===== src/design/audio_pkg.sv =====
`default_nettype none

package audio_pkg;

    // Data bits per channel word
    localparam int SAMPLE_BITS = 24;

    // Slot bit counter, saturates at SAMPLE_BITS once the word is in
    localparam int BIT_CNT_BITS = $clog2(SAMPLE_BITS + 1);

    typedef logic [BIT_CNT_BITS-1:0] bit_cnt_t;

    localparam bit_cnt_t LAST_BIT  = bit_cnt_t'(SAMPLE_BITS - 1);
    localparam bit_cnt_t SLOT_DONE = bit_cnt_t'(SAMPLE_BITS);

    // One signed PCM word
    typedef logic signed [SAMPLE_BITS-1:0] sample_t;

    // Latest word captured for each channel
    typedef struct packed {
        sample_t left;
        sample_t right;
    } stereo_sample_t;

    // Channel selected by the lrclk level
    typedef enum logic {
        CH_LEFT  = 1'b0,
        CH_RIGHT = 1'b1
    } channel_e;

endpackage

`default_nettype wire


===== src/design/pwm_pkg.sv =====
`default_nettype none

package pwm_pkg;

    // Duty resolution
    localparam int PWM_BITS = 8;

    // clk cycles per PWM period, one per duty step
    localparam int PWM_PERIOD = 1 << PWM_BITS;

    typedef logic [PWM_BITS-1:0] duty_t;

    // Last count before the period counter wraps
    localparam duty_t CNT_LAST = duty_t'(PWM_PERIOD - 1);

    // Idle until the first sample arrives
    typedef enum logic {
        PWM_IDLE = 1'b0,
        PWM_RUN  = 1'b1
    } pwm_state_e;

endpackage

`default_nettype wire


===== src/design/i2s_receiver.sv =====
`timescale 1ns/1ps
`default_nettype none

module i2s_receiver (
    input  logic                      clk,
    input  logic                      rst_n,
    input  logic                      bclk,
    input  logic                      lrclk,
    input  logic                      sdata,
    output audio_pkg::stereo_sample_t pcm,
    output logic                      left_stb,
    output logic                      right_stb
);

    // Two-flop synchronizers for the bus lines
    logic [1:0] bclk_sync;
    logic [1:0] lrclk_sync;
    logic [1:0] sdata_sync;

    // Edge register stage
    logic bclk_prev;
    logic bclk_rise;
    logic lrclk_q;
    logic sdata_q;

    // Slot tracking
    logic [audio_pkg::SAMPLE_BITS-1:0] shift_q;
    logic [audio_pkg::SAMPLE_BITS-1:0] shift_next;
    audio_pkg::bit_cnt_t               bit_cnt;
    audio_pkg::bit_cnt_t               bit_idx;
    audio_pkg::channel_e               chan;
    audio_pkg::channel_e               new_chan;
    logic                              slot_start;

    ////////////////////////////////////////////////////////////////////////////
    // Synchronizers and bclk rising edge
    ////////////////////////////////////////////////////////////////////////////

    always_ff @(posedge clk) begin
        if (!rst_n) begin
            bclk_sync  <= '0;
            lrclk_sync <= '0;
            sdata_sync <= '0;
        end else begin
            bclk_sync  <= {bclk_sync[0], bclk};
            lrclk_sync <= {lrclk_sync[0], lrclk};
            sdata_sync <= {sdata_sync[0], sdata};
        end
    end

    // lrclk and sdata are delayed with the edge so they line up with bclk_rise
    always_ff @(posedge clk) begin
        if (!rst_n) begin
            bclk_prev <= 1'b0;
            bclk_rise <= 1'b0;
            lrclk_q   <= 1'b0;
            sdata_q   <= 1'b0;
        end else begin
            bclk_prev <= bclk_sync[1];
            bclk_rise <= bclk_sync[1] & ~bclk_prev;
            lrclk_q   <= lrclk_sync[1];
            sdata_q   <= sdata_sync[1];
        end
    end

    ////////////////////////////////////////////////////////////////////////////
    // Slot position and serial shift
    ////////////////////////////////////////////////////////////////////////////

    // An lrclk change makes the current bit the first one of a new slot
    always_comb begin
        new_chan   = audio_pkg::channel_e'(lrclk_q);
        slot_start = (new_chan != chan);
        bit_idx    = slot_start ? '0 : bit_cnt;
        shift_next = {shift_q[audio_pkg::SAMPLE_BITS-2:0], sdata_q};
    end

    // MSB first
    always_ff @(posedge clk) begin
        if (bclk_rise) begin
            shift_q <= shift_next;
        end
    end

    always_ff @(posedge clk) begin
        if (!rst_n) begin
            bit_cnt <= '0;
            chan    <= audio_pkg::CH_LEFT;
        end else if (bclk_rise) begin
            chan <= new_chan;
            // Hold at SLOT_DONE so padding bits are ignored
            if (bit_idx != audio_pkg::SLOT_DONE) begin
                bit_cnt <= bit_idx + 1'b1;
            end else begin
                bit_cnt <= bit_idx;
            end
        end
    end

    ////////////////////////////////////////////////////////////////////////////
    // Word capture and channel strobes
    ////////////////////////////////////////////////////////////////////////////

    always_ff @(posedge clk) begin
        if (!rst_n) begin
            pcm       <= '0;
            left_stb  <= 1'b0;
            right_stb <= 1'b0;
        end else begin
            left_stb  <= 1'b0;
            right_stb <= 1'b0;
            if (bclk_rise && (bit_idx == audio_pkg::LAST_BIT)) begin
                if (new_chan == audio_pkg::CH_LEFT) begin
                    pcm.left <= audio_pkg::sample_t'(shift_next);
                    left_stb <= 1'b1;
                end else begin
                    pcm.right <= audio_pkg::sample_t'(shift_next);
                    right_stb <= 1'b1;
                end
            end
        end
    end

endmodule

`default_nettype wire


===== src/design/pwm_modulator.sv =====
`timescale 1ns/1ps
`default_nettype none

module pwm_modulator (
    input  logic               clk,
    input  logic               rst_n,
    input  audio_pkg::sample_t sample,
    input  logic               load,
    output logic               pwm
);

    pwm_pkg::pwm_state_e state;
    pwm_pkg::duty_t      cnt;
    pwm_pkg::duty_t      new_duty;
    pwm_pkg::duty_t      pending_duty;
    pwm_pkg::duty_t      active_duty;
    logic                wrap;
    logic                take_duty;

    ////////////////////////////////////////////////////////////////////////////
    // Sample to duty
    ////////////////////////////////////////////////////////////////////////////

    // Offset binary: flip the sign bit of the top PWM_BITS bits
    assign new_duty = {~sample[audio_pkg::SAMPLE_BITS-1],
                       sample[audio_pkg::SAMPLE_BITS-2 -: pwm_pkg::PWM_BITS-1]};

    ////////////////////////////////////////////////////////////////////////////
    // State and period counter
    ////////////////////////////////////////////////////////////////////////////

    assign wrap = (state == pwm_pkg::PWM_RUN) && (cnt == pwm_pkg::CNT_LAST);

    always_ff @(posedge clk) begin
        if (!rst_n) begin
            state <= pwm_pkg::PWM_IDLE;
            cnt   <= '0;
        end else begin
            case (state)
                pwm_pkg::PWM_IDLE: begin
                    // Counter stays at 0 so the first period starts clean
                    if (load) begin
                        state <= pwm_pkg::PWM_RUN;
                    end
                end
                pwm_pkg::PWM_RUN: begin
                    cnt <= wrap ? '0 : cnt + 1'b1;
                end
                default: begin
                    state <= pwm_pkg::PWM_IDLE;
                end
            endcase
        end
    end

    ////////////////////////////////////////////////////////////////////////////
    // Duty registers
    ////////////////////////////////////////////////////////////////////////////

    // Active duty only changes between periods, never mid-period
    assign take_duty = ((state == pwm_pkg::PWM_IDLE) && load) || wrap;

    always_ff @(posedge clk) begin
        if (load) begin
            pending_duty <= new_duty;
        end
        // A load on the wrap cycle goes straight through
        if (take_duty) begin
            active_duty <= load ? new_duty : pending_duty;
        end
    end

    // High for the first active_duty counts of each period
    assign pwm = (state == pwm_pkg::PWM_RUN) && (cnt < active_duty);

endmodule

`default_nettype wire


===== src/design/i2s_pwm_top.sv =====
`timescale 1ns/1ps
`default_nettype none

module i2s_pwm_top (
    input  logic                      clk,
    input  logic                      rst_n,
    input  logic                      bclk,
    input  logic                      lrclk,
    input  logic                      sdata,
    output audio_pkg::stereo_sample_t pcm,
    output logic                      left_stb,
    output logic                      right_stb,
    output logic                      pwm_left,
    output logic                      pwm_right
);

    ////////////////////////////////////////////////////////////////////////////
    // I2S receiver
    ////////////////////////////////////////////////////////////////////////////

    i2s_receiver u_rx (
        .clk       (clk),
        .rst_n     (rst_n),
        .bclk      (bclk),
        .lrclk     (lrclk),
        .sdata     (sdata),
        .pcm       (pcm),
        .left_stb  (left_stb),
        .right_stb (right_stb)
    );

    ////////////////////////////////////////////////////////////////////////////
    // One modulator per channel
    ////////////////////////////////////////////////////////////////////////////

    pwm_modulator u_pwm_left (
        .clk    (clk),
        .rst_n  (rst_n),
        .sample (pcm.left),
        .load   (left_stb),
        .pwm    (pwm_left)
    );

    pwm_modulator u_pwm_right (
        .clk    (clk),
        .rst_n  (rst_n),
        .sample (pcm.right),
        .load   (right_stb),
        .pwm    (pwm_right)
    );

endmodule

`default_nettype wire


===== config.mk =====
export PLATFORM = sky130hd
export DESIGN_NAME = i2s_pwm_top
export DESIGN_NICKNAME = d
export VERILOG_FILES = /design/src/design/audio_pkg.sv /design/src/design/pwm_pkg.sv /design/src/design/i2s_receiver.sv /design/src/design/pwm_modulator.sv /design/src/design/i2s_pwm_top.sv
export SDC_FILE = /design/constraint.sdc
export NUM_CORES = 1
export LEC_CHECK = 0
export ABC_AREA = 1
export BUFFER_PORTS_ARGS = -buffer_cell sky130_fd_sc_hd__buf_2
export CORE_MARGIN = 4
export CORE_UTILIZATION = 55
export DETAILED_ROUTE_END_ITERATION = 10
export PLACE_DENSITY = 0.74
export SYNTH_ARGS = -nofsm -noshare
export SYNTH_HDL_FRONTEND = slang
export SYNTH_HIERARCHICAL = 1
export SYNTH_SLANG_ARGS = --single-unit

===== constraint.sdc =====
create_clock -name clk -period 2.6 [get_ports clk]
set_input_delay 0.26 -clock clk [delete_from_list [all_inputs] [get_ports clk]]
set_output_delay 0.26 -clock clk [all_outputs]
set_load 0.1 [all_outputs]

==> out/metrics.cfg <==
[setup_path]
crit_family = flip-flops
arrival_ns = 2.09
r2r-start = u_rx/chan$_SDFFE_PN0P_
crit_fanout = 6
cp-end-kind = output pin
required_ns = 2.34
rr_worst_depth = 9
reg2reg_to = u_rx/pcm[9]$_SDFFE_PN0P_
worst-r2r-setup-slack_ns = 0.85
worst-setup-path-type = flop to output pin
crit_path_max_incr_delay_ns = 0.44
cp-start-kind = flop
slowest_stage = dfxtp_1
critPathBufInv = 1
path_cells = ha_1 > a21oi_1 > o21a_1 > nand2_1 > nor2_1 > buf_2

[layout]
num-fill-cells = 872
area_growth_pct = 15.9
diodes = 0
fin_nets = 745
drive_gt1_share_pct = 17.4

[outcome]
status = finished, final reports clean

[global_route]
grt_max_degree = 56
grt-ovfl-total = 0
grt.total_usage_pct = 19.6
grt_pass1_vias = 4325
antenna_found_initial = 0
grt_pass1_wl_um = 19700

[drt]
avgViaCountPerCell = 5.18
drc = 0
wl_per_cell_um = 13.4
dr.first_iter.drc_count = 352
wirelength_um = 11700
ant_nets = 0
vias = 4521
drtPass1Iterations = 4

[clock_tree]
clock-sinks = 139
postCtsSetupRepairBufs = 0
h-tree-depth = 4
cts.path.max_buffers = 2
cts-buffers-inserted = 17
cts_tree = yes
clock-root-buffer = clkbuf_8
cts_resized = 0
clock_latency_ns = 0.53
clk_pin_slew_worst_paths_ns = 0.06
ctsHoldBuffers = 3

[synthesis]
synth_nets = 692
yosysSeqAreaShare_pct = 54.8
synth_warnings = 6
synthesis.area_um2 = 5790
synthCells = 671
yosysUniqueCellTypes = 34
ys_seq_elements = 139
avgSynthCellArea_um2 = 8.62

[floorplanning]
io_pins = 57
die_x_um = 111
rows = 37
die_height_um = 111
die_area_um2 = 12200
core-area_um2 = 10300
start_util_pct = 56.3

[timing]
final_max_slew_viol_count = 0
rsz0062_at_grt = false
finalHoldViolations = 0
fin_crit_ns = 2.35
fmax_ghz = 0.426
relSlewSlack_pct = 45.7
setup_viol = 0
final.setup.tns_ns = 0
period_share_pct = 90.3
tightest_slew_ns = 0.815
finClkSkew_ns = 0.0141

[hold_path]
min_path_cells = 3
hold_end = u_rx/pcm[29]$_SDFFE_PN0P_
hold_class = input pin to flop
min_from = rst_n

[place]
gp_congestion = 0.844
port_buffers = 56
post-dp-hpwl_um = 7870

[job]
max_cap_violations = 0

[power_and_ir_drop]
power_density_nw_per_um2 = 689
p_leak_nw = 3.04
ir_drop_v = 0.000577
p_total_mw = 4.62

==> registers in the layout, indices dropped and copies added (netlist names), 2 cells and up <==
register / count
u_pwm_right/active_duty: 8
u_rx/bit_cnt: 5
u_pwm_left/pending_duty: 8
u_pwm_left/active_duty: 8
u_rx/lrclk_sync: 2
u_rx/pcm: 48
u_pwm_right/pending_duty: 8
u_rx/sdata_sync: 2
u_rx/shift_q: 23
u_pwm_left/cnt: 8
u_pwm_right/cnt: 8
u_rx/bclk_sync: 2
==> how the worst max path moves through the flow <==
stage / start / endpoint / slack (ns) / cells after the start
2_1_floorplan: u_pwm_left/cnt[5]$_SDFFE_PN0P_ / pwm_left / 0.14 / 5
3_3_place_gp: u_pwm_right/cnt[5]$_SDFFE_PN0P_ / pwm_right / 0.83 / 6
3_5_place_dp: u_pwm_right/cnt[5]$_SDFFE_PN0P_ / pwm_right / 0.80 / 6
4_1_cts: u_pwm_right/cnt[5]$_SDFFE_PN0P_ / pwm_right / 0.23 / 6
5_1_grt: u_pwm_right/cnt[5]$_SDFFE_PN0P_ / pwm_right / 0.09 / 6
6_report: u_pwm_right/cnt[5]$_SDFFE_PN0P_ / pwm_right / 0.25 / 6
==> stage by stage <==
step | hold WS, ns | utilization, % | setup slack, ns | instance area [um2] | std cells
floorplan | 0.358 | - | 0.137 | 5790 | 671
global placement | 0.378 | 59.5 | 0.829 | 6110 | 838
detailed placement | 0.390 | 59.5 | 0.797 | 6110 | 838
CTS | 0.332 | 65.3 | 0.232 | 6710 | 873
global route | 0.381 | 65.3 | 0.0872 | 6710 | 873
finish | 0.349 | 65.3 | 0.253 | 6710 | 873
==> cell type report <==
| class | instances | area, um2 | area share [%] |
|---|---|---|---|
| tap | 136 | 170 | 2.54 |
| multi-input combinational | 422 | 2140 | 31.8 |
| clock inverter | 15 | 151 | 2.26 |
| timing repair buffer | 67 | 370 | 5.52 |
| clock buffer | 17 | 414 | 6.18 |
| sequential | 139 | 3170 | 47.3 |
| inverter | 77 | 290 | 4.33 |
==> logic make-up (layout without fill, tap and decap cells) <==
kind of cell,Yosys count,count (layout),share of synthesized area (%)
simple gates,315,315,24.3
fa+ha+maj,16,16,3.46
buf+inv,110,176,8.24
flops,139,139,54.8
compound gates,87,87,8.52
xor+xnor,4,4,0.605
==> worst min-delay path, cell delays in order <==
cell and delay [ns]:
buf_2 0.35, nand2_1 0.17, nor2_1 0.03
==> where the power goes <==
group	total, mW	leakage (nW)	internal [mW]	switching (mW)
combinational	0.0980	1.61	0.0280	0.0700
sequential	2.25	1.16	2.24	0.0115
clock	2.27	0.262	1.36	0.915
==> layer usage <==
metal | vias to the layer above | GRT usage (%) | wire, um
met3 | 21 | 5.75 | 508
met2 | 108 | 33.6 | 6060
met1 | 2110 | 22.8 | 4910
li1 | 2282 | - | -
met4 | 0 | 8.29 | 241
met5 | - | 0 | 0
==> cells in the final DEF (no fill, tap or decap), types with 3 or more instances in the layout <==
master           n
clkbuf_16       16
buf_2           56
inv_1           74
nand4_1          5
clkinvlp_4       6
dfxtp_1         99
dlygate4sd3_1    3
a21oi_2         10
nor2_1          73
xor2_1           4
o21ai_0          9
a21oi_1         60
buf_4            8
o21a_1           4
nand3_2          5
nand2_1        153
clkinv_2         5
nand3_1         63
edfxtp_1        39
nor2_2           4
ha_1            16
==> Yosys cell counts <==
cell type / number / area share (%)
clkinv_2: 1 / 0.086
buf_2: 8 / 0.69
buf_6: 5 / 0.97
nand2_4: 1 / 0.19
nor3_4: 2 / 0.56
ha_1: 16 / 3.5
xor2_1: 4 / 0.61
nand2_2: 1 / 0.11
nor3b_1: 2 / 0.26
inv_1: 74 / 4.8
o21ai_2: 2 / 0.30
clkbuf_1: 12 / 0.78
o21a_1: 4 / 0.52
nand3_1: 63 / 5.4
o22ai_1: 2 / 0.22
buf_8: 1 / 0.26
nor2_4: 1 / 0.19
inv_2: 2 / 0.13
nor2_2: 4 / 0.43
nor4_1: 2 / 0.22
buf_4: 1 / 0.13
nand3_2: 5 / 0.87
nand2_8: 1 / 0.35
nand4_4: 1 / 0.37
buf_1: 6 / 0.39
nor2_1: 73 / 4.7
nand3b_1: 1 / 0.13
nand2_1: 153 / 9.9
a21oi_2: 10 / 1.5
a21oi_1: 60 / 5.2
dfxtp_1: 100 / 35
nand4_1: 5 / 0.54
edfxtp_1: 39 / 20
o21ai_0: 9 / 0.78
Power figures use the tool's default switching activity.
